`config.mk`:
```
export PLATFORM = sky130hd
export DESIGN_NAME = boot_rom
export DESIGN_NICKNAME = d
export VERILOG_FILES = /design/src/common/harness_pkg.sv /design/src/mem/boot_rom.sv
export SDC_FILE = /design/constraint.sdc
export NUM_CORES = 1
export LEC_CHECK = 0
export ABC_AREA = 1
export BUFFER_PORTS_ARGS = -buffer_cell sky130_fd_sc_hd__buf_2
export CAP_MARGIN = 20
export CORE_MARGIN = 2
export CORE_UTILIZATION = 41
export DETAILED_ROUTE_END_ITERATION = 6
export PLACE_DENSITY = 0.76
export SLEW_MARGIN = 0
export SYNTH_ARGS = -nofsm -noshare
export SYNTH_HDL_FRONTEND = slang
export SYNTH_SLANG_ARGS = --single-unit
```
`constraint.sdc`:
```
create_clock -name clk_i -period 0.8 [get_ports clk_i]
set_clock_uncertainty 0.05 [all_clocks]
set_input_delay 0.04 -clock clk_i [delete_from_list [all_inputs] [get_ports clk_i]]
set_output_delay 0.04 -clock clk_i [all_outputs]
set_load 0.01 [all_outputs]
```
`src/common/harness_pkg.sv`:
```
// Harness shared definitions

package harness_pkg;

  // ------------------
  // bus widths
  // ------------------
  localparam int unsigned DataWidth = 32;
  localparam int unsigned StrbWidth = DataWidth / 8;
  localparam int unsigned AddrWidth = 32;

  // region nibble plus two byte offset bits
  localparam int unsigned WordIdxWidth = AddrWidth - 4 - 2;

  typedef logic [DataWidth-1:0] data_t;
  typedef logic [StrbWidth-1:0] strb_t;

  // ------------------
  // address map
  // ------------------
  // upper nibble of the byte address, anything not listed is an error
  typedef enum logic [3:0] {
    RegionRom  = 4'h0,
    RegionSram = 4'h8
  } region_e;

  typedef struct packed {
    region_e                 region;
    logic [WordIdxWidth-1:0] word_idx;
    logic [1:0]              byte_off;
  } bus_addr_fields_t;

  // same word seen as a flat byte address or split into its fields
  typedef union packed {
    logic [AddrWidth-1:0] flat;
    bus_addr_fields_t     fields;
  } bus_addr_u;

  // ------------------
  // fixed values
  // ------------------
  // returned on any unmapped or illegal access
  localparam data_t ErrData = 32'hBADCAB1E;

  localparam int unsigned RomWords = 8;

endpackage

```
`src/mem/boot_rom.sv`:
```
// Boot ROM

`timescale 1ns/1ps

module boot_rom (
  input  logic                                     clk_i,
  input  logic                                     req_i,
  input  logic [$clog2(harness_pkg::RomWords)-1:0] idx_i,
  output harness_pkg::data_t                       rdata_o
);

  import harness_pkg::*;

  data_t word;

  // hart id into a0, then jump to sram base
  always_comb begin
    case (idx_i)
      3'd0:    word = 32'hF1402573; // csrr a0, mhartid
      3'd1:    word = 32'h800002B7; // lui t0, 0x80000
      3'd2:    word = 32'h00000593; // li a1, 0
      3'd3:    word = 32'h00028067; // jr t0
      3'd4:    word = 32'h00000013;
      3'd5:    word = 32'h00000013;
      3'd6:    word = 32'h10500073; // wfi
      default: word = 32'hFFDFF06F; // back to wfi
    endcase
  end

  always_ff @(posedge clk_i) begin
    if (req_i) begin
      rdata_o <= word;
    end
  end

endmodule

```
==> results_tabular.tex, run 1 <==
\begin{tabular}{lr}
\hline
Metric & Value \\
\hline
\multicolumn{2}{l}{\textbf{Run status}} \\
\quad Outcome & finished with violations \\
\quad Failing checks & setup timing \\
\multicolumn{2}{l}{\textbf{Setup path}} \\
\quad CP peak stage delay & 380 ps \\
\quad Maximum net fanout on the critical path & 5 \\
\quad Data arrival at the endpoint of the critical path & 930 ps \\
\quad Critical path data required time & 710 ps \\
\quad Kind of capture point of the worst setup path & output pin \\
\quad Critical path type & flip-flop to output pin \\
\quad Ordered list of cells on the worst path & buf\_4 -> buf\_2 \\
\quad Category of the worst setup path launch point & flip-flop \\
\quad Slowest cell on crit path & sky130\_fd\_sc\_hd\_\_edfxtp\_1 \\
\multicolumn{2}{l}{\textbf{Logic synthesis}} \\
\quad Part of the Yosys area used for sequential elements & 0.611 \\
\quad Gate count after technology mapping & 56 \\
\quad Dominant combinational cell family by area after synthesis & buffers and inverters \\
\quad Adder and majority gate portion of the synthesized area & 0 \\
\quad Synth Register Bits & 13 \\
\quad Syn\_area\_per\_cell & $\sim$11 um2 \\
\quad Synth Area in Compound Gates & 0.00783 \\
\quad Xor-xnor portion of the synthesized cell area & 0 \\
\quad Share of synthesized cell area in and, or, nand and nor gates & 0.106 \\
\quad Cell Area, Synth & 639 um2 \\
\quad Yosys warning total & 0 \\
\quad Share of synthesized area spent on multiplexers & 0 \\
\quad Unique masters post-synth & 11 \\
\multicolumn{2}{l}{\textbf{Final layout}} \\
\quad Largest register by flop count & rdata\_o \\
\quad Design Area, Final & approximately 720 um2 \\
\quad Most common cell after layout, fill and taps aside & sky130\_fd\_sc\_hd\_\_buf\_2 \\
\quad Layout cells sized above 1 & 0.519 \\
\quad Final Util & 0.486 \\
\quad Net count of the finished layout & 83 \\
\quad Layout Area Growth over Synthesis & 13.1\% \\
\quad Number of flip-flops under the largest register name & 13 \\
\quad Number of antenna repair diodes & 0 \\
\quad Top flop regs & rdata\_o (13) \\
\quad Highest-count cells in the layout ignoring fill and taps & sky130\_fd\_sc\_hd\_\_buf\_2 (33), sky130\_fd\_sc\_hd\_\_edfxtp\_1 (13), sky130\_fd\_sc\_hd\_\_nand2\_1 (7) \\
\multicolumn{2}{l}{\textbf{Timing}} \\
\quad Achievable frequency & around 1000 MHz \\
\quad Number of hold-slack violations in the final timing report & 0 \\
\quad Final period demand of the worst path & 1020 ps \\
\quad Crit share post-route & 1.28 \\
\quad RSZ-0062 raised after global routing & true \\
\quad Setup tns final & -3670 ps \\
\quad Final setup fails & 28 \\
\quad Worst path setup slack after routing & -224 ps \\
\quad Worst slack on hold paths & 47.1 ps \\
\quad Number of slew-limit violations in the final report & 0 \\
\multicolumn{2}{l}{\textbf{Clock tree}} \\
\quad Library cell used as clock root buffer & sky130\_fd\_sc\_hd\_\_clkbuf\_4 \\
\quad Number of buffers on the longest clock path & 2 \\
\quad Clock tree sinks & 13 \\
\quad TritonCTS clock tree & yes \\
\quad Num CTS Buffers & 3 \\
\quad Max H-tree Level & 1 \\
\quad Clock input transition at the sequential cells of the worst setup and hold paths & about 80 ps \\
\multicolumn{2}{l}{\textbf{GRT}} \\
\quad Largest net degree at the start of global routing & 14 \\
\quad Number of global-route vias before repair & 322 \\
\quad Antenna violations before repair & 0 \\
\quad GRT met3 Usage & 0.0125 \\
\quad Residual overflow from global routing & 0 \\
\quad GR Layer Usage met1 & 0.101 \\
\quad Total Routing Usage GR & 0.0911 \\
\quad Grt peak-use layer & met2 \\
\quad Global-route wire length before repair & 1270 um \\
\quad GR Layer Usage met2 & 0.155 \\
\multicolumn{2}{l}{\textbf{Die}} \\
\quad Row count & 14 \\
\quad Width of the die & between 40 and 50 um \\
\quad Vertical die dimension & 43.5 um \\
\quad Total Die Area & between 1500 and 2000 um2 \\
\quad Starting density of the core & 0.429 \\
\quad Number of primary I/O pins & 37 \\
\quad Placeable core area & approximately 1500 um2 \\
\multicolumn{2}{l}{\textbf{Pwr}} \\
\quad Switching power of the nets & 0.000372 W \\
\quad Clk pwr share & 0.263 \\
\quad Leakage & 0.376 nW \\
\quad Post-layout total power & 0.00148 W \\
\quad Switching part of the total & 0.251 \\
\quad Int Power & 0.00111 W \\
\quad Sequential cell fraction of total power & 0.561 \\
\quad VDD IR max & 0.808 mV \\
\quad Power density normalized to cell area & just over 2000 nW/um2 \\
\quad Portion of total power attributed to combinational logic & 0.176 \\
\multicolumn{2}{l}{\textbf{Run}} \\
\quad Max-capacitance violation count & 0 \\
\multicolumn{2}{l}{\textbf{Placed design}} \\
\quad RD Place Congestion & 0.767 \\
\quad Placed standard-cell area & 684 um2 \\
\quad Post-detailed-placement half-perimeter wirelength & roughly 680 um \\
\quad Number of input and output port buffers inserted & 32 \\
\multicolumn{2}{l}{\textbf{Route}} \\
\quad DRC errors left & 0 \\
\quad First-pass DRT Iterations & 4 \\
\quad Drt via density & 4.32 \\
\quad Total Wirelength & 860 um \\
\quad Routed wirelength normalized by instance count & 9.25 um \\
\quad Number of nets with antenna violations after routing & 0 \\
\quad Violation count after the first detailed-route iteration & 5 \\
\quad Vias & 402 \\
\multicolumn{2}{l}{\textbf{Worst hold path}} \\
\quad Path category of the worst min-delay check & primary input to flip-flop \\
\hline
\end{tabular}
-- power groups by stage --
| stage | Clock [W] | Combinational, W | Sequential (W) |
|---|---|---|---|
| finish | 0.000390 | 0.000261 | 0.000831 |
| global route | 0.000429 | 0.000284 | 0.000837 |
| CTS | 0.000399 | 0.000265 | 0.000832 |
| detailed placement | 0 | 0.000250 | 0.000853 |
| global placement | 0 | 0.000246 | 0.000852 |
| floorplan | 0 | 0.000171 | 0.000889 |
-- Yosys cell counts --
| master | number | area, um2 |
|---|---|---|
| sky130_fd_sc_hd__nor2_4 | 1 | 11.3 |
| sky130_fd_sc_hd__o21ai_0 | 1 | 5.00 |
| sky130_fd_sc_hd__edfxtp_1 | 13 | 390 |
| sky130_fd_sc_hd__inv_2 | 1 | 3.75 |
| sky130_fd_sc_hd__nand3_1 | 4 | 20.0 |
| sky130_fd_sc_hd__nor2_1 | 1 | 3.75 |
| sky130_fd_sc_hd__inv_1 | 6 | 22.5 |
| sky130_fd_sc_hd__nand2_1 | 7 | 26.3 |
| sky130_fd_sc_hd__buf_4 | 19 | 143 |
| sky130_fd_sc_hd__nand2_2 | 1 | 6.26 |
| sky130_fd_sc_hd__conb_1 | 2 | 7.51 |
-- critical path, delay by kind of cell, from the launching register on --
family | cells | cell delay, ps
flops | 1 | 380
buf+inv | 2 | 280
-- logic make-up (layout without fill, tap and decap cells) --
family,after synthesis,after routing
AO/OA/AOI/OAI,1,1
buffers and inverters,26,45
flip-flops,13,13
other,2,4
AND/OR/NAND/NOR,14,14
-- layout make-up --
class	instances	area [um2]
fillers	144	766
flip-flops and latches	13	390
repair buffers	34	173
multi-input cells	19	87.6
clock buffers	4	26.3
inverters	7	26.3
well taps	16	20.0
-- worst paths after layout --
path                    start          end  slack, ps  cells after the start
hold / removal       idx_i[2]  rdata_o[10]         50                      2
setup / recovery  rdata_o[27]  rdata_o[26]       -220                      2
-- layer usage --
metal | part of all wire | routed length (um)
met5 | 0 | 0
met4 | 0 | 0
met3 | 0.079 | 68
met2 | 0.50 | 431
met1 | 0.42 | 361
-- stage by stage --
step	instances	setup slack [ps]
after global placement	87	65.6
after global routing	93	-272
after CTS	93	-230
final	93	-224
after detailed placement	87	43.1
after floorplan	58	7.71
-- repair_timing --
item,in CTS,in global routing
hold buffers,0,0
setup buffers,2,0
endpoints found under the setup margin,28,28
gates resized for setup,1,0
No activity file was read; power rests on OpenSTA's default activity.
==> run 2: changes to the inputs <==
--- a/config.mk
+++ b/config.mk
@@ -12,6 +12,7 @@
 export CORE_UTILIZATION = 41
 export DETAILED_ROUTE_END_ITERATION = 6
 export PLACE_DENSITY = 0.76
+export SKIP_CTS_REPAIR_TIMING = 1
 export SLEW_MARGIN = 0
 export SYNTH_ARGS = -nofsm -noshare
 export SYNTH_HDL_FRONTEND = slang
==> run 2 against run 1 <==
  * Critical path depth did not move
  * Clock power is essentially flat
  * Worst hold slack got worse by 0.87 ps
  * Count of clock-buffer cells in the layout unchanged
  * Critical path type unchanged
  * Sequential share of layout area unchanged
  * Sequential power about the same
  * Routed wire length decreased by 0.23%
  * Global-route usage fell by 0.35 points
  * Largest power group unchanged
  * The flow still finishes with violations (setup timing)
  * Highest routed layer unchanged
==> results_tabular.tex, run 2 (synthesis gave the netlist of run 1 again) <==
\begin{tabular}{lr}
\hline
Metric & Value \\
\hline
\multicolumn{2}{l}{\textbf{Route}} \\
\quad First-pass DRT Iterations & 4 \\
\quad Total Wirelength & 858 um \\
\quad DRC errors left & 0 \\
\quad Drt via density & 4.29 \\
\quad Violation count after the first detailed-route iteration & 5 \\
\quad Vias & about 400 \\
\quad Routed wirelength normalized by instance count & 9.23 um \\
\quad Number of nets with antenna violations after routing & 0 \\
\multicolumn{2}{l}{\textbf{Timing}} \\
\quad RSZ-0062 raised after global routing & true \\
\quad Worst path setup slack after routing & -222 ps \\
\quad Final setup fails & 28 \\
\quad Final period demand of the worst path & 1020 ps \\
\quad Crit share post-route & 1.28 \\
\quad Number of hold-slack violations in the final timing report & 0 \\
\quad Achievable frequency & 979 MHz \\
\quad Setup tns final & -3620 ps \\
\quad Number of slew-limit violations in the final report & 0 \\
\multicolumn{2}{l}{\textbf{Clock tree}} \\
\quad Number of buffers on the longest clock path & 2 \\
\quad TritonCTS clock tree & yes \\
\quad Library cell used as clock root buffer & sky130\_fd\_sc\_hd\_\_clkbuf\_4 \\
\quad Clock tree sinks & 13 \\
\quad Max H-tree Level & 1 \\
\quad Num CTS Buffers & 3 \\
\quad Clock input transition at the sequential cells of the worst setup and hold paths & 70 ps \\
\multicolumn{2}{l}{\textbf{Placed design}} \\
\quad RD Place Congestion & 0.767 \\
\quad Number of input and output port buffers inserted & 32 \\
\quad Post-detailed-placement half-perimeter wirelength & just under 700 um \\
\quad Post-Place Cells & 87 \\
\multicolumn{2}{l}{\textbf{Final layout}} \\
\quad Count of placed standard cells in the final layout, fillers left out & 93 \\
\quad Highest-count cells in the layout ignoring fill and taps & sky130\_fd\_sc\_hd\_\_buf\_2 (33), sky130\_fd\_sc\_hd\_\_edfxtp\_1 (13), sky130\_fd\_sc\_hd\_\_nand2\_1 (7) \\
\quad Most common cell after layout, fill and taps aside & sky130\_fd\_sc\_hd\_\_buf\_2 \\
\quad Layout Area Growth over Synthesis & 13.1\% \\
\quad Final Util & 0.486 \\
\quad Number of antenna repair diodes & 0 \\
\quad Net count of the finished layout & 83 \\
\quad Largest register by flop count & rdata\_o \\
\quad Top flop regs & rdata\_o (13) \\
\quad Layout cells sized above 1 & 0.519 \\
\quad Number of flip-flops under the largest register name & 13 \\
\multicolumn{2}{l}{\textbf{Setup path}} \\
\quad Kind of capture point of the worst setup path & output pin \\
\quad Critical path type & flip-flop to output pin \\
\quad Critical path data required time & 710 ps \\
\quad Endpoint of the worst setup timing path & rdata\_o[25] \\
\quad Start point of the critical path & rdata\_o[27] \\
\quad Data arrival at the endpoint of the critical path & 930 ps \\
\quad Category of the worst setup path launch point & flip-flop \\
\quad Maximum net fanout on the critical path & 5 \\
\multicolumn{2}{l}{\textbf{Pwr}} \\
\quad VDD IR max & 0.811 mV \\
\quad Portion of total power attributed to combinational logic & 0.176 \\
\quad Int Power & 0.00111 W \\
\quad Switching power of the nets & $\sim$0.00037 W \\
\quad Sequential cell fraction of total power & 0.562 \\
\quad Switching part of the total & 0.250 \\
\quad Leakage & 0.376 nW \\
\quad Power density normalized to cell area & 2040 nW/um2 \\
\quad Clk pwr share & 0.262 \\
\multicolumn{2}{l}{\textbf{GRT}} \\
\quad Global-route wire length before repair & 1210 um \\
\quad Largest net degree at the start of global routing & 14 \\
\quad Number of global-route vias before repair & 303 \\
\quad Antenna violations before repair & 0 \\
\quad Residual overflow from global routing & 0 \\
\quad Total Routing Usage GR & 0.0876 \\
\multicolumn{2}{l}{\textbf{Die}} \\
\quad Vertical die dimension & 43.5 um \\
\quad Number of primary I/O pins & 37 \\
\quad Placeable core area & 1490 um2 \\
\quad Starting density of the core & 0.429 \\
\quad Total Die Area & 1890 um2 \\
\quad Row count & 14 \\
\quad Width of the die & 43.5 um \\
\multicolumn{2}{l}{\textbf{Run}} \\
\quad Max-capacitance violation count & 0 \\
\multicolumn{2}{l}{\textbf{Worst hold path}} \\
\quad Path category of the worst min-delay check & primary input to flip-flop \\
\multicolumn{2}{l}{\textbf{Run status}} \\
\quad Outcome & finished with violations \\
\quad Failing checks & setup timing \\
\hline
\end{tabular}
-- run 2: cell counts in the layout (fill, tap and decap cells not counted) --
No cell type changed its count.
-- run 2: how the worst min path moves through the flow --
stage                  endpoint  depth (start not counted)     start  slack, ps
detailed placement  rdata_o[10]                          2  idx_i[2]        330
finish              rdata_o[10]                          2  idx_i[2]         50
global route        rdata_o[10]                          2  idx_i[2]         60
CTS                 rdata_o[10]                          2  idx_i[2]         40
floorplan           rdata_o[10]                          0     req_i        100
global placement    rdata_o[10]                          2  idx_i[2]        330
-- run 2: worst max-delay path, cell delays in order (launching register included) --
cell	delay, ps
sky130_fd_sc_hd__edfxtp_1	380
sky130_fd_sc_hd__buf_4	160
sky130_fd_sc_hd__buf_2	130
-- run 2: layout make-up --
type                    count  area [um2]
multi-input cells          19        87.6
repair buffers             34         173
inverters                   7        26.3
well taps                  16        20.0
fillers                   145         766
clock buffers               4        26.3
flip-flops and latches     13         390
-- run 2: layer usage --
layer  GRT usage  vias up  share of wire
li1            -      196              -
met1      0.0981      175           0.42
met2       0.146       28           0.50
met3      0.0125        0          0.084
met4      0.0727        0              0
met5           0        -              0
-- run 2: power groups by stage --
| stage | Combinational [W] | Sequential [W] | Clock (W) |
|---|---|---|---|
| after floorplan | 0.000171 | 0.000889 | 0 |
| after global placement | 0.000246 | 0.000852 | 0 |
| after detailed placement | 0.000250 | 0.000853 | 0 |
| after CTS | 0.000250 | 0.000838 | 0.000399 |
| after global routing | 0.000284 | 0.000837 | 0.000424 |
| final | 0.000261 | 0.000831 | 0.000387 |
-- run 2: metrics by stage --
stage	cell area (um2)	total power, W	worst slack, ps	hold slack (ps)
final	723	0.00148	-222	46.2
after global routing	723	0.00155	-256	56.2
after CTS	711	0.00149	-247	40.1
after detailed placement	684	0.00110	43.1	329
after global placement	684	0.00110	65.6	328
after floorplan	647	0.00106	7.71	102
