### config.mk
export PLATFORM = sky130hd
export DESIGN_NAME = bus_access_fsm
export DESIGN_NICKNAME = d
export VERILOG_FILES = /design/src/common/harness_pkg.sv /design/src/rtl/bus_access_fsm.sv
export SDC_FILE = /design/constraint.sdc
export NUM_CORES = 1
export LEC_CHECK = 0
export ABC_AREA = 1
export BUFFER_PORTS_ARGS = -buffer_cell sky130_fd_sc_hd__buf_2
export CAP_MARGIN = 5
export CORE_MARGIN = 8
export CORE_UTILIZATION = 40
export CTS_CLUSTER_DIAMETER = 40
export DETAILED_ROUTE_END_ITERATION = 6
export PLACE_DENSITY = 0.81
export RECOVER_POWER = 25
export SYNTH_ARGS = -nofsm -noshare
export SYNTH_HDL_FRONTEND = slang
export SYNTH_SLANG_ARGS = --single-unit
### constraint.sdc
create_clock -name clk_i -period 8.4 [get_ports clk_i]
set_clock_uncertainty 0.2 [all_clocks]
set_input_delay 0.84 -clock clk_i [delete_from_list [all_inputs] [get_ports clk_i]]
set_output_delay 0.84 -clock clk_i [all_outputs]
set_load 0.02 [all_outputs]
### src/common/harness_pkg.sv
// Harness shared definitions

package harness_pkg;

  // ------------------
  // bus widths
  // ------------------
  localparam int unsigned DataWidth = 32;
  localparam int unsigned StrbWidth = DataWidth / 8;
  localparam int unsigned AddrWidth = 32;

  // region nibble plus two byte offset bits
  localparam int unsigned WordIdxWidth = AddrWidth - 4 - 2;

  typedef logic [DataWidth-1:0] data_t;
  typedef logic [StrbWidth-1:0] strb_t;

  // ------------------
  // address map
  // ------------------
  // upper nibble of the byte address, anything not listed is an error
  typedef enum logic [3:0] {
    RegionRom  = 4'h0,
    RegionSram = 4'h8
  } region_e;

  typedef struct packed {
    region_e                 region;
    logic [WordIdxWidth-1:0] word_idx;
    logic [1:0]              byte_off;
  } bus_addr_fields_t;

  // same word seen as a flat byte address or split into its fields
  typedef union packed {
    logic [AddrWidth-1:0] flat;
    bus_addr_fields_t     fields;
  } bus_addr_u;

  // ------------------
  // fixed values
  // ------------------
  // returned on any unmapped or illegal access
  localparam data_t ErrData = 32'hBADCAB1E;

  localparam int unsigned RomWords = 8;

endpackage

### src/rtl/bus_access_fsm.sv
// Bus access state machine

`timescale 1ns/1ps

module bus_access_fsm #(
  parameter int unsigned SramWords = 256
) (
  input  logic                                     clk_i,
  input  logic                                     rst_ni,
  input  logic                                     req_valid_i,
  input  logic                                     req_we_i,
  input  harness_pkg::bus_addr_u                   req_addr_i,
  input  harness_pkg::strb_t                       req_be_i,
  input  harness_pkg::data_t                       req_wdata_i,
  output logic                                     req_ready_o,
  input  logic                                     rsp_ready_i,
  output logic                                     rsp_valid_o,
  output harness_pkg::data_t                       rsp_rdata_o,
  output logic                                     rsp_err_o,
  output logic                                     sram_req_o,
  output logic                                     sram_we_o,
  output logic [$clog2(SramWords)-1:0]             sram_idx_o,
  output harness_pkg::strb_t                       sram_be_o,
  output harness_pkg::data_t                       sram_wdata_o,
  input  harness_pkg::data_t                       sram_rdata_i,
  output logic                                     rom_req_o,
  output logic [$clog2(harness_pkg::RomWords)-1:0] rom_idx_o,
  input  harness_pkg::data_t                       rom_rdata_i
);

  import harness_pkg::*;

  localparam int unsigned SramIdxW = $clog2(SramWords);
  localparam int unsigned RomIdxW  = $clog2(RomWords);

  localparam logic [1:0] StIdle   = 2'd0;
  localparam logic [1:0] StAccess = 2'd1;
  localparam logic [1:0] StResp   = 2'd2;

  // response source, picked in ACCESS and held through RESP
  localparam logic [1:0] SelZero = 2'd0;
  localparam logic [1:0] SelRom  = 2'd1;
  localparam logic [1:0] SelSram = 2'd2;
  localparam logic [1:0] SelErr  = 2'd3;

  logic [1:0] state_q, state_d;
  logic [1:0] sel_q, sel_d;

  logic      we_q;
  bus_addr_u addr_q;
  strb_t     be_q;
  data_t     wdata_q;

  logic hit_rom;
  logic hit_sram;

  // ------------------
  // region decode
  // ------------------
  // rom is read only
  assign hit_rom  = (addr_q.fields.region == RegionRom) && !we_q &&
                    (addr_q.fields.word_idx < RomWords);
  assign hit_sram = (addr_q.fields.region == RegionSram) &&
                    (addr_q.fields.word_idx < SramWords);

  always_comb begin
    if (hit_sram) begin
      sel_d = we_q ? SelZero : SelSram;
    end else if (hit_rom) begin
      sel_d = SelRom;
    end else begin
      sel_d = SelErr;
    end
  end

  // ------------------
  // state machine
  // ------------------
  always_comb begin
    state_d = state_q;
    case (state_q)
      StIdle:   if (req_valid_i) state_d = StAccess;
      StAccess: state_d = StResp;
      StResp:   if (rsp_ready_i) state_d = StIdle;
      default:  state_d = StIdle;
    endcase
  end

  always_ff @(posedge clk_i or negedge rst_ni) begin
    if (!rst_ni) begin
      state_q <= StIdle;
      sel_q   <= SelZero;
    end else begin
      state_q <= state_d;
      if (state_q == StAccess) begin
        sel_q <= sel_d;
      end
    end
  end

  // accepted request, held until the next acceptance
  always_ff @(posedge clk_i) begin
    if (req_valid_i && req_ready_o) begin
      we_q        <= req_we_i;
      addr_q.flat <= req_addr_i.flat;
      be_q        <= req_be_i;
      wdata_q     <= req_wdata_i;
    end
  end

  // ------------------
  // outputs
  // ------------------
  assign req_ready_o = (state_q == StIdle);
  assign rsp_valid_o = (state_q == StResp);

  // one cycle strobes, error accesses touch neither memory
  assign sram_req_o   = (state_q == StAccess) && hit_sram;
  assign sram_we_o    = we_q;
  assign sram_idx_o   = addr_q.fields.word_idx[SramIdxW-1:0];
  assign sram_be_o    = be_q;
  assign sram_wdata_o = wdata_q;

  assign rom_req_o = (state_q == StAccess) && hit_rom;
  assign rom_idx_o = addr_q.fields.word_idx[RomIdxW-1:0];

  // memory read ports keep their word until the next request
  always_comb begin
    case (sel_q)
      SelRom:  rsp_rdata_o = rom_rdata_i;
      SelSram: rsp_rdata_o = sram_rdata_i;
      SelErr:  rsp_rdata_o = ErrData;
      default: rsp_rdata_o = '0;
    endcase
  end

  assign rsp_err_o = (sel_q == SelErr);

endmodule

==> results_dict.tcl, run 1 <==
set metrics [dict create \
    status "complete, no violations" \
    path_max_fanout 34 \
    grt_pass1_wl_um 13000 \
    syn_area_um2 2880 \
    crit_path_top_delay_cell "dfrtp_1" \
    htreeDepth 3 \
    rows 31 \
    crit_family "flip-flops" \
    start_util_pct 40.6 \
    regArea_um2 2110 \
    report.final.slew_viol_count 0 \
    grt_overflow_total 0 \
    rsz0062_at_grt "false" \
    synth.avg_cell_area_um2 12.1 \
    drive_gt1_share_pct 52.9 \
    fmax_ghz 0.314 \
    power.leakage_nw 1.99 \
    drc 0 \
    multi_input_area_um2 608 \
    finalSetupViolCount 0 \
    clock-sinks 71 \
    routedWlPerCell_um 16.1 \
    slew_headroom_pct 38.9 \
    clk_pin_slew_ps 70 \
    portBuffers 219 \
    crit_arrival_ps 2140 \
    nFillCells 591 \
    hpwl_um 7390 \
    final_common_cell "buf_2" \
    grt_pass1_vias 2657 \
    clk_path_buf_depth 2 \
    track_usage_pct 16.9 \
    drt-vias-per-instance 4.62 \
    hold_path_class "in2async" \
    num_vias 2556 \
    crit_buf_inv 2 \
    worst_pin_slew_ps 916 \
    area_growth_pct 45.5 \
    setup_tns_ps 0 \
    io_pins 222 \
    final-hold-violation-count 0 \
    yosys_warnings 0 \
    grt_max_degree 68 \
    critPathKind "reg2out" \
    diodes 0 \
    hold_buffers 0 \
    syn_nets 376 \
    clock_latency_ps 330 \
    wl_um 8920 \
    die_area_um2 10200 \
    r2r_slack_ps 6380 \
    finalCritPeriodShare_pct 37.9 \
    powerDensity_nw_per_um2 232 \
    cts_setup_buffers 0 \
    drt_first_iter_violations 81 \
    die_h_um 101 \
    cts_tree "yes" \
    max_cap_viol_count 0 \
    peakVddDrop_uv 182 \
    cts_buffers 9 \
    slowest_delay_ps 940 \
    drt_first_pass_iters 5 \
    layout_common_cells "buf_2 (218), edfxtp_1 (67), nand2_1 (61), nand3_1 (28), nor2_1 (19)" \
    synth_cells 239 \
    yosysSeqAreaShare_pct 73.3 \
    crit_required_ps 7360 \
    critPathLaunchType "flip-flop" \
    coreArea_um2 7100 \
    place.gp.congestion 0.880 \
    path_cells "inv_1 > nand3_1 > nand2_1 > buf_2" \
    layout.nets 586 \
    antenna_left 0 \
    cts_root_buffer "clkbuf_8" \
    min_period_ps 3180 \
    die_x_um 101 \
    synth_cell_types 19 \
    utilization_pct 59.1 \
    antenna_found_initial 0 \
    ys_seq_elements 71 \
    end_kind "output pin" \
    post_cts_resized 0 \
]
[cells in the mapped netlist (all sizes together)]
library cell	count	area (µm²)
nor3b	2	15.0
nand2	62	235
a21oi	1	5.00
nand3	28	140
nand4	2	12.5
nor3	2	15.0
edfxtp	67	2010
buf	17	113
nor2	20	77.6
and3	1	6.26
dfrtp	4	100
and2	1	6.26
clkbuf	5	18.8
inv	9	33.8
o21ai	18	90.1
[path summary, 6_finish.rpt]
path	start	endpoint	cells after the start
setup / recovery	sel_q[1]$_DFFE_PN0P_	rsp_rdata_o[6]	4
hold / removal	rst_ni	state_q[1]$_DFFE_PN0P_	1
setup reg to reg	sel_q[1]$_DFFE_PN0P_	sel_q[1]$_DFFE_PN0P_	4
hold reg to reg	state_q[1]$_DFFE_PN0P_	state_q[0]$_DFFE_PN0P_	1
max in group asynchronous	rst_ni	sel_q[0]$_DFFE_PN0P_	1
min in group clk_i	state_q[1]$_DFFE_PN0P_	state_q[0]$_DFFE_PN0P_	1
[kinds of logic after synthesis]
logic type | count (synthesis) | synth area share (%)
simple gates | 118 | 17.6
flops | 71 | 73.3
buf+inv | 31 | 5.73
compound gates | 19 | 3.30
[area by class of cell]
class,count,share of cell area [%]
sequential,71,50.4
clock inverter,7,1.91
timing repair buffer,221,26.5
inverter,9,0.806
clock buffer,9,2.96
multi-input combinational,137,14.5
tap,99,2.96
[per-layer routing]
metal / wire, µm / vias up / GRT usage, % / part of all wire, %
met2: 4540 / 172 / 30.9 / 51
met3: 1600 / 8 / 12.3 / 18
li1: - / 1236 / - / -
met5: 0 / - / 0 / 0
met4: 69 / 0 / 5.23 / 0.77
met1: 2710 / 1140 / 13.6 / 30
[sequential cells by signal (all words and copies together), names as in the netlist]
signal,flops
sram_wdata_o,32
state_q,2
sram_we_o,1
sel_q,2
sram_be_o,4
addr_q,30
[power breakdown]
group	internal (W)	switching, W
logic	0.0000630	0.000142
registers	0.000477	0.0000225
clock network	0.000140	0.000127
total	0.000680	0.000292
[per-stage QoR]
stage          power [W]  worst slack [ps]  area (µm²)  std cells  hold WS, ps
4_1_cts         0.000986              5200        4190        553         80.8
3_5_place_dp    0.000718              5590        3990        537          313
5_1_grt          0.00102              5030        4190        553          128
6_report        0.000972              5220        4190        553          125
2_1_floorplan   0.000641              1930        2880        239          253
3_3_place_gp    0.000708              5650        3990        537          287
[worst register-to-register path: stages, from the launching register on]
cell	delay (ps)
dfrtp_1	940
inv_1	470
nand2_1	170
nand2_1	60
nor2_1	100
(Power assumes the default switching activity.)
==> inputs of run 2 (changes only) <==
--- a/config.mk
+++ b/config.mk
@@ -9,10 +9,10 @@
 export BUFFER_PORTS_ARGS = -buffer_cell sky130_fd_sc_hd__buf_2
 export CAP_MARGIN = 5
 export CORE_MARGIN = 8
-export CORE_UTILIZATION = 40
+export CORE_UTILIZATION = 36
 export CTS_CLUSTER_DIAMETER = 40
 export DETAILED_ROUTE_END_ITERATION = 6
-export PLACE_DENSITY = 0.81
+export PLACE_DENSITY = 0.77
 export RECOVER_POWER = 25
 export SYNTH_ARGS = -nofsm -noshare
 export SYNTH_HDL_FRONTEND = slang
==> constraint.sdc (replaced) <==
create_clock -name clk_i -period 2.8 [get_ports clk_i]
set_clock_uncertainty 0.2 [all_clocks]
set_input_delay 0.28 -clock clk_i [delete_from_list [all_inputs] [get_ports clk_i]]
set_output_delay 0.28 -clock clk_i [all_outputs]
set_load 0.02 [all_outputs]
==> results_dict.tcl, run 2 (same netlist as run 1, synthesis figures left out) <==
set metrics [dict create \
    dpl_cell_area_um2 4030 \
    num_vias 2871 \
    antenna_left 0 \
    post_cts_resized 0 \
    clock_latency_ps 330 \
    layout_common_cells "buf_2 (215), dlygate4sd3_1 (69), edfxtp_1 (67), nand2_1 (61), nand3_1 (28)" \
    cts_setup_buffers 0 \
    status "complete, no violations" \
    clock-sinks 71 \
    cts_buffers 9 \
    antenna_found_initial 0 \
    grt_max_degree 68 \
    diodes 0 \
    end_kind "output pin" \
    drt_first_iter_violations 122 \
    start_util_pct 37.3 \
    rsz0062_at_grt "false" \
    drt_first_pass_iters 4 \
    drive_gt1_share_pct 45.3 \
    area_growth_pct 69.6 \
    grt_overflow_total 0 \
    power.leakage_nw 2.26 \
    final-hold-violation-count 0 \
    drt-vias-per-instance 4.58 \
    finalSetupViolCount 0 \
    io_pins 222 \
    clk_path_buf_depth 2 \
    crit_required_ps 2320 \
    critPathKind "reg2out" \
    grt_pass1_wl_um 16200 \
    setup_ws_ps 631 \
    report.final.slew_viol_count 0 \
    drc 0 \
    cts_root_buffer "clkbuf_8" \
    rows 32 \
    clk_pin_slew_ps 80 \
    fmax_ghz 0.461 \
    htreeDepth 3 \
    track_usage_pct 18.2 \
    regArea_um2 2110 \
    min_period_ps 2170 \
    slew_headroom_pct 65.7 \
    cts_tree "yes" \
    final_common_cell "buf_2" \
    path_max_fanout 17 \
    grt_pass1_vias 3149 \
    crit_arrival_ps 1690 \
    die_h_um 105 \
    nFillCells 599 \
    routedWlPerCell_um 16.9 \
    largest_reg_flops 32 \
    hpwl_um 7000 \
    wl_um 10600 \
    worst_pin_slew_ps 515 \
    die_x_um 105 \
    die_area_um2 11100 \
    hold_buffers 69 \
    powerDensity_nw_per_um2 605 \
    place_ws_ps 954 \
    place.gp.congestion 0.842 \
    peakVddDrop_uv 481 \
    final_cells 627 \
    layout.nets 657 \
    multi_input_area_um2 614 \
    coreArea_um2 7730 \
    setup_tns_ps 0 \
    fin_area_um2 4880 \
    hold_path_class "in2reg" \
    critPathLaunchType "flip-flop" \
    portBuffers 219 \
    finalCritPeriodShare_pct 77.5 \
    max_cap_viol_count 0 \
    dp.cells 542 \
    utilization_pct 63.2 \
]
## run 2: worst paths after layout
kind                                        startpoint                          to  slack [ps]  cells after the start
worst max-delay path              sel_q[0]$_DFFE_PN0P_              rsp_rdata_o[5]         630                      4
worst min-delay path                       req_valid_i      state_q[0]$_DFFE_PN0P_          20                      2
worst max register to register  state_q[0]$_DFFE_PN0P_  sram_wdata_o[27]$_DFFE_PP_        1190                      2
worst min register to register  state_q[1]$_DFFE_PN0P_      state_q[0]$_DFFE_PN0P_         340                      1
max in group asynchronous                       rst_ni      state_q[1]$_DFFE_PN0P_        2040                      2
min in group asynchronous                       rst_ni        sel_q[0]$_DFFE_PN0P_         150                      2
## run 2: area by class of cell
cell class | count | area share, %
Clock inverter | 6 | 0.922
Clock buffer | 10 | 2.61
Tap cell | 102 | 2.61
Timing Repair Buffer | 292 | 37.3
Sequential cell | 71 | 43.2
Inverter | 9 | 0.692
Multi-Input combinational cell | 137 | 12.6
## run 2: power breakdown
part,internal [W],switching (W)
combinational,0.000268,0.000456
sequential,0.00143,0.0000854
clock,0.000326,0.000392
## run 2: critical path, cell delays in order (launching register included)
cell	delay (ps)
dfrtp_1	670
inv_1	320
nand3_1	140
nand2_1	70
buf_2	160
## run 2: routing by layer
metal / GRT usage [%] / vias to the layer above / part of all wire, %
li1: - / 1376 / -
met1: 17.8 / 1294 / 36
met2: 31.9 / 191 / 48
met3: 11.0 / 10 / 15
met4: 4.49 / 0 / 0.98
met5: 0 / - / 0
## run 2: stage by stage
step / hold slack [ps] / total power (W)
floorplan: -216 / 0.00190
global placement: -93.7 / 0.00215
detailed placement: -94.6 / 0.00217
CTS: 4.38 / 0.00294
global route: 23.8 / 0.00308
finish: 22.5 / 0.00296
==> inputs of run 3 (changes only) <==
==> constraint.sdc (replaced) <==
create_clock -name clk_i -period 1.82 [get_ports clk_i]
set_clock_uncertainty 0.2 [all_clocks]
set_input_delay 0.182 -clock clk_i [delete_from_list [all_inputs] [get_ports clk_i]]
set_output_delay 0.182 -clock clk_i [all_outputs]
set_load 0.02 [all_outputs]
==> results_dict.tcl, run 3 (same netlist as run 1, synthesis figures left out) <==
set metrics [dict create \
    antenna_left 0 \
    clk_pin_slew_ps 80 \
    setup_ws_ps -100 \
    rr_endpoint "sram_we_o$_DFFE_PP_" \
    hold_path_class "in2async" \
    status "complete, but fails checks" \
    drt_first_iter_violations 121 \
    hpwl_um 7270 \
    final-hold-violation-count 0 \
    report.final.slew_viol_count 0 \
    power.total_w 0.00503 \
    violations "negative setup slack" \
    rsz0062_at_grt "true" \
    drt_first_pass_iters 4 \
    die_h_um 105 \
    slew_headroom_pct 77.1 \
    setup_tns_ps -115 \
    r2r_slack_ps 120 \
    clock_latency_ps 340 \
    clock-sinks 71 \
    cts_root_buffer "clkbuf_8" \
    max_cap_viol_count 0 \
    diodes 0 \
    place.gp.congestion 0.850 \
    end_kind "output pin" \
    finalCritPeriodShare_pct 106 \
    finalSetupViolCount 3 \
    critPathLaunchType "flip-flop" \
    num_vias 3013 \
    layout_common_cells "buf_2 (208), dlygate4sd3_1 (70), edfxtp_1 (67), nand2_1 (57), nand3_1 (28)" \
    drt-vias-per-instance 4.69 \
    coreArea_um2 7730 \
    fmax_ghz 0.521 \
    critPathKind "reg2out" \
    crit_start "addr_q[18]$_DFFE_PP_" \
    area_growth_pct 81.7 \
    track_usage_pct 18.6 \
    r2r-start "state_q[0]$_DFFE_PN0P_" \
    cts_buffers 9 \
    worst_pin_slew_ps 343 \
    clk_path_buf_depth 2 \
    rows 32 \
    portBuffers 219 \
    path_max_fanout 2 \
    start_util_pct 37.3 \
    final_common_cell "buf_2" \
    layout.nets 672 \
    grt_max_degree 68 \
    crit_required_ps 1440 \
    powerDensity_nw_per_um2 961 \
    grt_pass1_vias 3179 \
    min_period_ps 1920 \
    die_x_um 105 \
    worst_r2r_path_depth 3 \
    cts_tree "yes" \
    htreeDepth 3 \
    drc 0 \
    regArea_um2 2110 \
    grt_pass1_wl_um 16400 \
    nFillCells 557 \
    grt_overflow_total 0 \
    multi_input_area_um2 657 \
    routedWlPerCell_um 17.4 \
    largest_reg_flops 32 \
    crit_arrival_ps 1540 \
    wl_um 11200 \
    antenna_found_initial 0 \
    power.leakage_nw 2.43 \
    die_area_um2 11100 \
    io_pins 222 \
    peakVddDrop_uv 1070 \
    drive_gt1_share_pct 50.0 \
]
[run 3: cell types whose count changed in the layout (fill, tap and decap cells not counted), sizes merged]
| cell | delta |
|---|---|
| dlygate4sd3 | +1 |
| inv | -2 |
| buf | +13 |
| clkinvlp | -2 |
| bufinv | +3 |
| clkinv | +2 |
[run 3: worst max path at each step]
stage | endpoint | depth (start not counted)
2_1_floorplan | addr_q[10]$_DFFE_PP_ | 1
3_3_place_gp | sram_req_o | 8
3_5_place_dp | sram_req_o | 8
4_1_cts | sram_req_o | 8
5_1_grt | sram_req_o | 8
6_report | sram_req_o | 8
[run 3: final cells by class]
cell class                      count  share of cell area [%]
Timing Repair Buffer              307                    39.2
Tap cell                          102                    2.44
Sequential cell                    71                    40.4
Clock buffer                        9                    2.37
Inverter                            9                   0.765
Clock inverter                      7                    2.29
Multi-Input combinational cell    137                    12.6
[run 3: through the flow]
step,hold slack (ps),instances,utilization [%],instance area (µm²),setup WS (ps)
3_5_place_dp,-205,544,52.3,4040,172
6_report,53.5,642,67.7,5230,-100
3_3_place_gp,-207,544,52.3,4040,207
4_1_cts,35.7,632,65.0,5020,-184
5_1_grt,76.7,642,67.7,5230,-245
2_1_floorplan,-314,239,-,2890,-990
[run 3: report_power, final]
part / switching [W] / internal, W / total, W
Combinational: 0.000743 / 0.000444 / 0.00119
Clock: 0.000607 / 0.000915 / 0.00152
Sequential: 0.000116 / 0.00220 / 0.00232
[run 3: repair_timing]
item / in CTS / in global routing
hold endpoints to repair: 73 / 0
pin swaps: 2 / 4
hold buffers: 70 / 0
gates cloned: 0 / 3
buffers inserted: 2 / 7
setup endpoints to repair: 19 / 32
gates resized for setup: 11 / 47
[run 3: layer usage]
layer | up-vias | GRT usage [%] | share of wire, %
met4 | 0 | 6.73 | 2.0
li1 | 1407 | - | -
met1 | 1404 | 18.0 | 36
met2 | 185 | 32.4 | 49
met3 | 17 | 10.5 | 13
met5 | - | 0 | 0
[run 3: worst max-delay path, stage by stage, from the launching register on]
cell and delay (ps):
edfxtp_1 380, nor2_2 110, nand2_1 60, nor2_2 130, nand2_2 90, nor2_2 100, nand2_1 70, nor2_2 140
buf_6 140
