[src/rtl/dbg_hold_timer.sv]
// Debug request hold-off

`timescale 1ns/1ps

module dbg_hold_timer #(
  parameter int unsigned HoldCycles = 500
) (
  input  logic clk_i,
  input  logic rst_ni,
  input  logic dbg_req_i,
  input  logic dbg_enable_i,
  output logic dbg_req_o
);

  localparam int unsigned CntW = $clog2(HoldCycles + 1);

  logic [CntW-1:0] cnt_q;
  logic            hold;

  assign hold = (cnt_q != '0);

  // ------------------
  // countdown
  // ------------------
  // stops at zero and stays there until the next reset
  always_ff @(posedge clk_i or negedge rst_ni) begin
    if (!rst_ni) begin
      cnt_q <= CntW'(HoldCycles);
    end else if (hold) begin
      cnt_q <= cnt_q - 1'b1;
    end
  end

  // boot code runs undisturbed while the window is open
  assign dbg_req_o = !hold && dbg_enable_i && dbg_req_i;

endmodule

[config.mk]
export PLATFORM = sky130hd
export DESIGN_NAME = dbg_hold_timer
export DESIGN_NICKNAME = d
export VERILOG_FILES = /design/src/rtl/dbg_hold_timer.sv
export SDC_FILE = /design/constraint.sdc
export NUM_CORES = 1
export LEC_CHECK = 0
export ABC_AREA = 0
export BUFFER_PORTS_ARGS = -buffer_cell sky130_fd_sc_hd__buf_4
export CAP_MARGIN = 20
export CORE_AREA = 2 2 39 41
export DETAILED_ROUTE_END_ITERATION = 10
export DIE_AREA = 0 0 41 43
export SLEW_MARGIN = 25
export SYNTH_ARGS = -nofsm -noshare
export SYNTH_HDL_FRONTEND = slang
export SYNTH_SLANG_ARGS = --single-unit
[constraint.sdc]
create_clock -name clk_i -period 3.1 [get_ports clk_i]
set_input_delay 0.155 -clock clk_i [delete_from_list [all_inputs] [get_ports clk_i]]
set_output_delay 0.155 -clock clk_i [all_outputs]
set_load 0.02 [all_outputs]
==> impl_summary.md, run 1 <==
Worst setup path
Along the worst path, the maximum fanout reaches 5. In this design, the largest share of critical-path delay is due to simple AND/OR/NAND/NOR gates. Traced cell by cell, the critical path runs through or4_4 -> nor4_4 -> and3_1 -> buf_4. The number of buffers and inverters on the critical path is 1.

The critical path is of the reg2out type. The worst-path cell with the longest stage delay is or4_4. The largest stage delay on the critical path is between 0.5 and 0.6 ns. The element type at the critical path start is a flip-flop. STA puts the critical path data arrival time at 1.96 ns. In this run the register-to-register setup slack is between 1 and 1.5 ns. STA classifies the critical path endpoint as an output port.

The required time at the endpoint of the critical path is 2.94 ns.

Route
The routed layout has approximately 300 vias. The final routed DRC violation total is 0. The first detailed-routing pass ran for 4 iterations.

The routed wirelength normalized by instance count is 11.4 um. The final routed wirelength across all metal layers is 727 um. The number of nets with antenna violations after detailed routing is 0. The detail-routed via count per cell is between 4 and 5. In this run, the number of DRC markers left after iteration 0 of detailed routing was 6.

Global route
The number of global-route vias before repair is approximately 300. The initial antenna violation count came to 0. The first-pass GRT wire length is roughly 1200 um.

In the global route stage, overall resource usage came out at approximately 11%. The maximum number of pins on one net before global-route repair is 10. After global routing the overflow that remains totals 0.

Timing
Setup violations remaining at the end of the flow were counted as 0. The clock period could shrink to approximately 2.1 ns. For this run, the top clock speed supported by timing is 0.472 GHz. The number of max-slew violations in the final report came to 0.

The share of the clock period used by the worst path is approximately 68%. At the pin with the least slew margin, the transition time is around 0.36 ns. The max-slew headroom at the worst pin is roughly 76%.

The final-layout setup total negative slack is 0 ns. The setup skew after layout is ~0.0011 ns. Setup repair after global routing left no endpoint under its margin. The worst setup slack after layout is about 0.98 ns. The number of hold-slack violations in the final timing report is 0.

Across all hold checks on the routed design, the worst slack comes to between 0.2 and 0.25 ns.

Logic synthesis
The sequential-to-total area share from yosys stat is 52.5%. Each instance of the synthesized netlist takes up on average ~11 um^2. The mapped netlist covers roughly 440 um^2.

The count of synthesis-stage warnings from yosys is 0. The net count of the mapped netlist is between 40 and 50. The post-synthesis cell type count is 20. The synthesized flop and latch total is 9. The cell count after synthesis is 39.

Clock network
The number of H-tree branching levels is 1. The longest clock path from root to sink contains 2 buffers. Gates resized during post-CTS repair numbered 0. The clock transition time at the flip-flop clock pins of the worst setup and hold paths is 0.06 ns.

The root buffer selected by CTS is clkbuf_4. TritonCTS built the clock tree. The total clock buffers created by CTS is 3. The number of sinks on the clock net is 9. For the worst-skew pair, the clock arrives at the later sink with an insertion delay of 0.26 ns.

Layout
The register with the most flip-flops is cnt_q. The area of all placed cells without fillers is approximately 530 um^2. The number of diodes added for antenna fixing is 0. For this run, the share of the core covered by cells in the final layout is between 30% and 40%. The register with the most flip-flops in the layout has 9 of them. The final layout contains between 50 and 60 nets. The post-route netlist has between 30% and 40% of its cells at a drive strength greater than 1.

The area taken by multi-input logic gates is approximately 200 um^2. The layout has ~140 filler cells. The count of cells in the finished layout, fillers not included, comes to 64. The sequential cell area is ~230 um^2. The largest registers in the layout are cnt_q x9. The area overhead of the layout relative to synthesis is 19.5%.

Floorplan
The floorplan step set the die width to around 41 um. 5 I/O pins were placed. The initial utilization of the core area, before any placement, comes to between 30% and 40%.

The floorplan has 14 rows. The die outline area is approximately 1800 um^2. From bottom edge to top edge, the die measures 43 um. The core region is approximately 1400 um^2.

Placed design
During placement, the flow inserted port buffers numbering 4. Detailed placement ended at an HPWL of ~550 um. The number of placed instances with taps included is between 50 and 60. The routability-driven placement congestion ratio is roughly 0.66.

OpenSTA, run right after detailed placement, puts the worst setup slack at approximately 1.2 ns. Summing all placed instances gives a cell area of roughly 490 um^2.

Power and ir drop
Power comes to 0.218 mW. In this run the power density over the cells is approximately 410 nW/um^2. The leakage power is about 0.25 nW. The worst supply voltage drop on vdd is between 0.15 and 0.2 mV.

Min path
The kind of path behind the tightest hold check is in2async.

Flow run
Across the run, the number of max-cap violations was 0.

Outcome
The flow ran to the end, and the final reports show no timing, DRC or antenna violations.
cells in the mapped netlist, drive strengths merged:
| master | n | area (um^2) |
|---|---|---|
| o21ai | 6 | 30.0 |
| dfstp | 6 | 158 |
| and3 | 1 | 6.26 |
| mux2i | 1 | 10.0 |
| ha | 1 | 12.5 |
| o31a | 1 | 10.0 |
| dfrtp | 3 | 75.1 |
| nand2b | 2 | 12.5 |
| nor4 | 1 | 21.3 |
| nand2 | 1 | 3.75 |
| nor2 | 2 | 7.51 |
| mux2 | 1 | 11.3 |
| or4 | 1 | 11.3 |
| or2 | 2 | 12.5 |
| o31ai | 2 | 15.0 |
| or3 | 2 | 12.5 |
| inv | 2 | 7.51 |
| o21bai | 1 | 7.51 |
| xnor2 | 1 | 8.76 |
| nor3 | 2 | 10.0 |
where the power goes:
group	total, mW	internal, mW	switching (mW)	leakage [nW]
logic	0.00820	0.00437	0.00383	0.127
registers	0.118	0.118	0	0.104
clock network	0.0922	0.0497	0.0425	0.0150
cell usage in the layout (no fill, tap or decap), drive strengths merged, types with 2 or more instances in the layout:
cell,n
or2,2
nor3,2
nand2b,2
dfstp,6
dfrtp,3
nor2,2
o31ai,2
inv,2
o21ai,6
or3,2
clkbuf,4
buf,4
kinds of logic after synthesis:
| group | Yosys count | synth area share, % |
|---|---|---|
| mux | 2 | 4.80 |
| buf+inv | 2 | 1.70 |
| xor+xnor | 1 | 1.98 |
| flops | 9 | 52.5 |
| simple gates | 14 | 22.0 |
| compound gates | 10 | 14.1 |
| fa+ha+maj | 1 | 2.82 |
layout make-up:
type	instances	share of cell area [%]
clock buffers	4	4.96
repair buffers	5	7.57
well taps	16	3.78
flip-flops and latches	9	44.0
multi-input cells	28	38.3
inverters	2	1.42
path summary, 6_finish.rpt:
| kind | start | endpoint | cells past startpoint |
|---|---|---|---|
| setup / recovery | cnt_q[3]$_DFFE_PN0P_ | dbg_req_o | 4 |
| min in group clk_i | cnt_q[0]$_DFFE_PN0P_ | cnt_q[0]$_DFFE_PN0P_ | 1 |
| setup reg to reg | cnt_q[3]$_DFFE_PN0P_ | cnt_q[1]$_DFFE_PN0P_ | 3 |
| hold / removal | rst_ni | cnt_q[3]$_DFFE_PN0P_ | 2 |
| max in group asynchronous | rst_ni | cnt_q[8]$_DFFE_PN1P_ | 2 |
| hold reg to reg | cnt_q[0]$_DFFE_PN0P_ | cnt_q[0]$_DFFE_PN0P_ | 1 |
repair_timing:
| item | 4_1_cts | 5_1_grt |
|---|---|---|
| setup buffers | 0 | 0 |
| hold endpoints to repair | 9 | 0 |
| hold buffers | 1 | 0 |
| setup endpoints to repair | 0 | 0 |
per-layer routing:
| layer | global-route usage [%] | vias to the layer above | part of all wire, % |
|---|---|---|---|
| met5 | 0 | - | 0 |
| met4 | 8.00 | 0 | 3.6 |
| li1 | - | 160 | - |
| met1 | 13.3 | 137 | 50 |
| met2 | 14.4 | 5 | 44 |
| met3 | 4.71 | 2 | 2.2 |
Note: power is estimated with default switching activity, not from simulation.
==> run 2, diff against run 1 <==
--- a/config.mk
+++ b/config.mk
@@ -5,7 +5,7 @@
 export SDC_FILE = /design/constraint.sdc
 export NUM_CORES = 1
 export LEC_CHECK = 0
-export ABC_AREA = 0
+export ABC_AREA = 1
 export BUFFER_PORTS_ARGS = -buffer_cell sky130_fd_sc_hd__buf_4
 export CAP_MARGIN = 20
 export CORE_AREA = 2 2 39 41
==> constraint.sdc (replaced) <==
create_clock -name clk_i -period 1.7 [get_ports clk_i]
set_input_delay 0.085 -clock clk_i [delete_from_list [all_inputs] [get_ports clk_i]]
set_output_delay 0.085 -clock clk_i [all_outputs]
set_load 0.02 [all_outputs]
==> impl_summary.md, run 2 <==
Global route
The remaining global-route overflow is 0. The first global-routing pass estimated around 1400 um of wire. The number of global-route vias before repair is roughly 350.

Entering global routing, the biggest net connects 11 pins. The initial antenna violation count is 0. In the global route stage, overall resource usage came out at between 10% and 20%.

Route
In the routed layout, each cell is associated on average with a via count of about 4.6. Once detail routing completed, the nets flagged for antenna violations numbered 0. The violation count after the first detailed-route iteration is 2.

The final routed wirelength across all metal layers is ~900 um. After detailed routing, the average wire length per cell comes to about 9.6 um. The final routed DRC violation total is 0.

The detailed router placed 430 vias in this run. The detailed-router iteration count before antenna repair is 3.

Timing
The worst hold-check slack is ~0.18 ns. The number of max-slew violations in the final report was 0. The number of setup violations in the final report is 0. For this run, the top clock speed supported by timing is roughly 0.62 GHz.

The final critical path time including I/O delays and setup is 1.60 ns. Setup slack closes at between 0.09 and 0.1 ns. The number of hold-slack violations in the final timing report is 0.

Clock skew on the completed layout was measured at around 0.0057 ns. The worst-margin pin slew is around 0.19 ns. Dividing the final minimum period by the clock period gives between 90% and 100%. Measured against its own limit, the worst slew margin works out to just under 90%.

Floorplan
The die outline area is around 1800 um^2. The core region is around 1400 um^2. The floorplan has 14 rows. The width of the chip is ~40 um. The starting density of the core is between 30% and 40%.

The die extent in y is between 40 and 50 um. The number of top-level pins is 5.

Clock network
The number of sinks on the clock net is 9. The total clock buffers created by CTS is 3. The clock transition time at the flip-flop clock pins of the worst setup and hold paths is roughly 0.060 ns. The clock tree from TritonCTS is built. The clock reaches the later pin of the worst-skew pair after ~0.26 ns.

The maximum count of clock buffers along a single path is 2. In this run the number of H-tree levels came out at 1. The root buffer selected by CTS is clkbuf_4.

The post-CTS setup repair buffer count is 0.

Flow run
Across the run, the number of max-cap violations was 0.

Worst setup path
The required time at the endpoint of the critical path is roughly 1.6 ns. The startpoint-to-endpoint class of the critical path is reg2out. On the critical path, the stage with the largest delay is an instance of dfrtp_1.

The element type at the critical path start is a flip-flop. The critical path goes through inv_1 -> ha_4 -> nand2_2 -> nor2_4 -> nand2_4 -> nor2_1 -> buf_4. The maximum fanout encountered on the critical timing path is 10. The family of cells with the greatest summed delay on the critical path is simple AND/OR/NAND/NOR gates. The number of buffer and inverter instances along the worst setup path is 2.

The type of element capturing the critical path is an output port. The largest stage delay on the critical path is 0.35 ns. STA puts the critical path data arrival time at approximately 1.5 ns.

Power and ir drop
The worst supply voltage drop on vdd is 0.318 mV. In this run the power density over the cells is between 600 and 700 nW/um^2. The leakage power is 0.329 nW.

Logic synthesis
The total standard cell area after synthesis is just over 500 um^2. Synthesis inferred 9 register bits. The synthesized netlist contains 19 unique library cells.

The biggest area contributor in the post-synthesis netlist is dfstp_2. The synthesized design contains 0 enable-type register cells. After synthesis, the cell types taking the most area are dfstp_2 31%, dfrtp_1 15%, nand2_1 14%, inv_1 10%, nor2_1 6.7%. In the synthesized netlist the dominant register cell turns out to be dfstp_2.

The number of nets handed over by synthesis was 73. Ranked by instance count, the synthesized netlist is headed by 19 x nand2_1, 14 x inv_1, 9 x nor2_1, 6 x dfstp_2, 4 x nand3_1. By instance count, the leading cell after synthesis is nand2_1. Synthesis produced between 60 and 70 cells. The share of the synthesized area in the top cell type is between 30% and 40%. The sequential-to-total area share from yosys stat is between 40 and 50%. The count of synthesis-stage warnings from yosys is 0.

Counting flops with an async set or reset pin after synthesis yields a share of 100%. A synthesized cell averages ~7.5 um^2.

Min path
The kind of path behind the tightest hold check is in2async.

Layout
In the layout the commonest cells are 19 x nand2_1, 13 x inv_1, 9 x nor2_1, 6 x dfstp_2. The number of nets in the finished design is 83. The largest registers in the layout are cnt_q x9.

The number of antenna diodes in the final layout is 0. In the final layout, the share of cells above drive strength 1 is 28.6%. The area overhead of the layout relative to synthesis is 19.5%. The register with the most flip-flops is cnt_q.

The register with the most flip-flops in the layout has 9 of them. The library cell used most frequently in the layout, excluding fill and tap cells, is nand2_1.

Placed design
The routability-driven placement congestion ratio is 0.733. The worst setup slack after placement is 0.292 ns. The wire-length estimate of the detail-placed layout is roughly 660 um. The number of I/O port buffers is 4.

Outcome
The flow ran to the end, and the final reports show no timing, DRC or antenna violations.
## run 2: worst register-to-register path, delay by kind of cell (launching register included)
kind	cells	cell delay [ns]
AO/OA/AOI/OAI	1	0.09
adder cells (fa/ha/maj)	1	0.19
buffers and inverters	2	0.21
flip-flops	1	0.35
AND/OR/NAND/NOR	3	0.32
## run 2: area by class of cell
type,instances,area [um^2]
sequential,9,233
fill,148,777
clock buffer,4,26.3
tap,16,20.0
inverter,15,57.6
timing repair buffer,5,40.0
multi-input combinational,44,230
## run 2: worst paths after layout
check	end	slack [ns]	startpoint	cells past startpoint
min reg2reg	cnt_q[7]$_DFFE_PN1P_	0.48	cnt_q[7]$_DFFE_PN1P_	2
max in group asynchronous	cnt_q[2]$_DFFE_PN1P_	1.30	rst_ni	2
min	cnt_q[0]$_DFFE_PN0P_	0.18	rst_ni	2
min in group clk_i	cnt_q[7]$_DFFE_PN1P_	0.48	cnt_q[7]$_DFFE_PN1P_	2
max	dbg_req_o	0.1	cnt_q[1]$_DFFE_PN0P_	7
max reg2reg	cnt_q[3]$_DFFE_PN0P_	0.43	cnt_q[1]$_DFFE_PN0P_	7
## run 2: metrics by stage
step	power (mW)	util (%)	cell area, um^2	std cells	setup TNS (ns)
floorplan	0.221	-	508	68	0
global route	0.412	43.9	607	93	-0.00433
CTS	0.404	42.9	594	93	0
detailed placement	0.232	40.3	558	88	0
finish	0.395	43.9	607	93	0
global placement	0.232	40.3	558	88	0
## run 2: what timing repair did
item | CTS | global route
endpoints found under the setup margin | 0 | 1
hold buffers | 1 | 0
endpoints found under the hold margin | 9 | 0
resized for setup | 0 | 3
## run 2: logic make-up after synthesis
logic type / synth area share (%)
buffers and inverters: 11.3
and+or+nand+nor: 34.0
adders and majority gates: 2.46
xor gates and xnor gates: 1.72
DFF: 45.8
AOI/OAI and AO/OA: 4.68
## run 2: where the power goes
part           switching [mW]  total (mW)  internal (mW)
clock network          0.0742       0.165         0.0904
registers                   0       0.215          0.215
logic                 0.00742      0.0154        0.00795
## run 2: layer usage
| metal | part of all wire (%) | track usage [%] | up-vias |
|---|---|---|---|
| met1 | 44 | 14.3 | 197 |
| met3 | 4.0 | 3.14 | 4 |
| met4 | 3.7 | 12.0 | 0 |
| met2 | 48 | 17.2 | 10 |
| met5 | 0 | 0 | - |
| li1 | - | - | 219 |
==> run 3, diff against run 2 <==
--- a/config.mk
+++ b/config.mk
@@ -11,6 +11,7 @@
 export CORE_AREA = 2 2 39 41
 export DETAILED_ROUTE_END_ITERATION = 10
 export DIE_AREA = 0 0 41 43
+export SETUP_SLACK_MARGIN = 0.4
 export SLEW_MARGIN = 25
 export SYNTH_ARGS = -nofsm -noshare
 export SYNTH_HDL_FRONTEND = slang
==> impl_summary.md, run 3 (synthesis gave the netlist of run 2 again) <==
Worst setup path
The worst-path cell with the longest stage delay is dfrtp_1. The critical path is of the reg2out type. The worst reg-to-reg path cell count is 9. The kind of cell with the highest combined delay along the critical path is flip-flops. The worst setup path is captured at an output port. The terminus of the critical flop-to-flop path is cnt_q[0]$_DFFE_PN0P_.

The signal on the critical path passes through inv_2 -> ha_4 -> nand2_4 -> nor2_4 -> nand2_4 -> nor2_4 -> buf_6. The maximum fanout encountered on the critical timing path is 2. The worst reg2reg path startpoint is cnt_q[5]$_DFFE_PN1P_. STA classifies the critical path startpoint as a flip-flop.

Data arrives at the worst endpoint at around 1.3 ns. Together, buffers and inverters on the worst path number 2. For this run, the slowest stage of the critical path takes 0.39 ns. The worst register-to-register path has a setup slack of 0.36 ns.

The required time at the endpoint of the critical path is 1.62 ns.

Floorplan
The number of top-level pins is 5. The die outline area is ~1800 um^2. For this configuration, the core starts out at a cell density of a little under two fifths.

From bottom edge to top edge, the die measures about 43 um. The total number of placement rows is 14. The placeable core region is 1380 um^2. In this run the horizontal extent of the chip is between 40 and 50 um.

Timing
The maximum clock rate is approximately 0.71 GHz. The number of hold-slack violations in the final timing report is 0. The worst hold-check slack is 0.172 ns. The final critical path time including I/O delays and setup is 1.41 ns. The number of max-slew violations in the final report is 0. The max-slew headroom at the worst pin is 83.7%. The number of setup violations in the final report is 0. For the pin with the worst max-slew slack, the measured transition is between 0.2 and 0.25 ns. Setup repair after global routing could not meet its margin everywhere. The share of the clock period used by the worst path is 83.1%.

Between clock sinks in the finished design, the worst skew comes to about 0.0024 ns. The final-layout setup total negative slack is 0 ns.

Min path
The worst hold path belongs to the class in2async.

Route
The violation count after the first detailed-route iteration is 8. Once detail routing completed, the nets flagged for antenna violations numbered 0. The total via count in the routed design is about 490. The detailed-router iteration count before antenna repair is 4. The detail-routed via count per cell is between 4 and 5.

The final routed DRC violation total is 0. Dividing the detail-routed wire length by the instance count gives ~11 um. The final routed wirelength across all metal layers is around 1200 um.

Power and ir drop
The power per unit of standard cell area is ~540 nW/um^2. The worst supply voltage drop on vdd is 0.369 mV. The leakage power is slightly below 0.4 nW.

Clock network
TritonCTS built the clock tree. In this run the deepest clock path goes through 2 buffers. After clock tree synthesis, the clock-pin slew on the worst setup and hold paths is about 0.06 ns. The clock network latency to the later pin of the worst-skew pair is ~0.27 ns. The number of H-tree branching levels is 1. The total clock buffers created by CTS is 3. The root buffer selected by CTS is clkbuf_4. The number of sinks on the clock net is 9.

Outcome
The run finished with clean final reports.

Global route
Global routing finished with a remaining overflow of 0. The first global-routing pass estimated between 1500 and 2000 um of wire. The number of global-route vias before repair was roughly 410. The maximum number of pins on one net before global-route repair is 10. The initial antenna violation count came to 0. The global router's overall resource usage is 14.3%.

Layout
The area taken by multi-input logic gates is between 200 and 300 um^2. Summing all flip-flop and latch instances after layout gives approximately 230 um^2. In the final layout, the registers with the most flip-flops are cnt_q x9. The register with the most flip-flops in the final layout is cnt_q.

The utilization of the core after routing is 54.5%. In the layout the commonest cells are 18 x nand2_1, 12 x inv_1, 11 x buf_4, 7 x nor2_1, 6 x dfstp_2. In the final layout, the share of cells above drive strength 1 is a little over two fifths.

For this run, the post-layout net count is 94. The most common cell after layout, fill and taps aside is nand2_1. The flip-flop count of the largest register, all copies and words added is 9.

The area growth from synthesis to layout is 48.5%. The number of fill cells in the layout is 127. 0 antenna diodes ended up in the layout.

Placed design
The number of I/O port buffers is 4. Detailed placement ended at an HPWL of a little under 700 um. The congestion estimate from routability-driven global placement came to a little under 0.8.

Flow run
The max-capacitance violation count is 0.
==> run 3: cell types whose count changed in the layout (fill, tap and decap cells not counted), moves of 2 or more <==
cell     previous run  this run
buf_4               4        11
buf_6               0         2
nand2_4             1         3
nor2_1              9         7
nor2_4              1         3
==> run 3: repair_timing <==
action,4_1_cts,5_1_grt
endpoints found under the setup margin,5,6
setup buffers,6,4
resized for setup,9,6
endpoints found under the hold margin,9,0
pin swaps,4,1
hold buffers,1,0
gates cloned,0,1
==> run 3: area by class of cell <==
type | count | share of cell area (%)
repair buffers | 16 | 20.6
clock buffers | 4 | 3.48
well taps | 16 | 2.65
multi-input cells | 44 | 34.8
flip-flops and latches | 9 | 30.8
inverters | 15 | 7.63
==> run 3: power by group <==
part           switching [mW]  internal [mW]
Combinational         0.00848        0.00956
Clock                  0.0818         0.0909
Sequential                  0          0.215
==> run 3: worst max path at each step <==
stage                               from  cells after the start         to
floorplan           cnt_q[1]$_DFFE_PN0P_                      6  dbg_req_o
global placement    cnt_q[1]$_DFFE_PN0P_                      7  dbg_req_o
detailed placement  cnt_q[1]$_DFFE_PN0P_                      7  dbg_req_o
CTS                 cnt_q[0]$_DFFE_PN0P_                      7  dbg_req_o
global route        cnt_q[0]$_DFFE_PN0P_                      7  dbg_req_o
finish              cnt_q[0]$_DFFE_PN0P_                      7  dbg_req_o
==> run 3: routing by layer <==
layer	routed length, um	GRT usage (%)	vias to the layer above
met2	620	21.3	11
met3	51	3.14	4
met1	463	16.2	231
li1	-	-	245
met5	0	0	-
met4	36	12.0	0
==> run 3: per-stage QoR <==
step | setup slack [ns] | instances | total power [mW] | instance area, um^2
after floorplan | 0.417 | 68 | 0.222 | 510
after global placement | 0.332 | 88 | 0.233 | 561
after detailed placement | 0.295 | 88 | 0.233 | 561
after CTS | 0.312 | 99 | 0.407 | 676
after global routing | 0.209 | 104 | 0.420 | 754
final | 0.288 | 104 | 0.406 | 754
==> run 3: worst register-to-register path, cell delays in order (launching register included) <==
cell and delay [ns]:
dfstp_2 0.55, nor2_2 0.05, nand2_1 0.11, nor2_4 0.06, nand2_4 0.09, buf_6 0.11, buf_8 0.11, clkinv_2 0.06
nand2_1 0.05, nand2_1 0.04
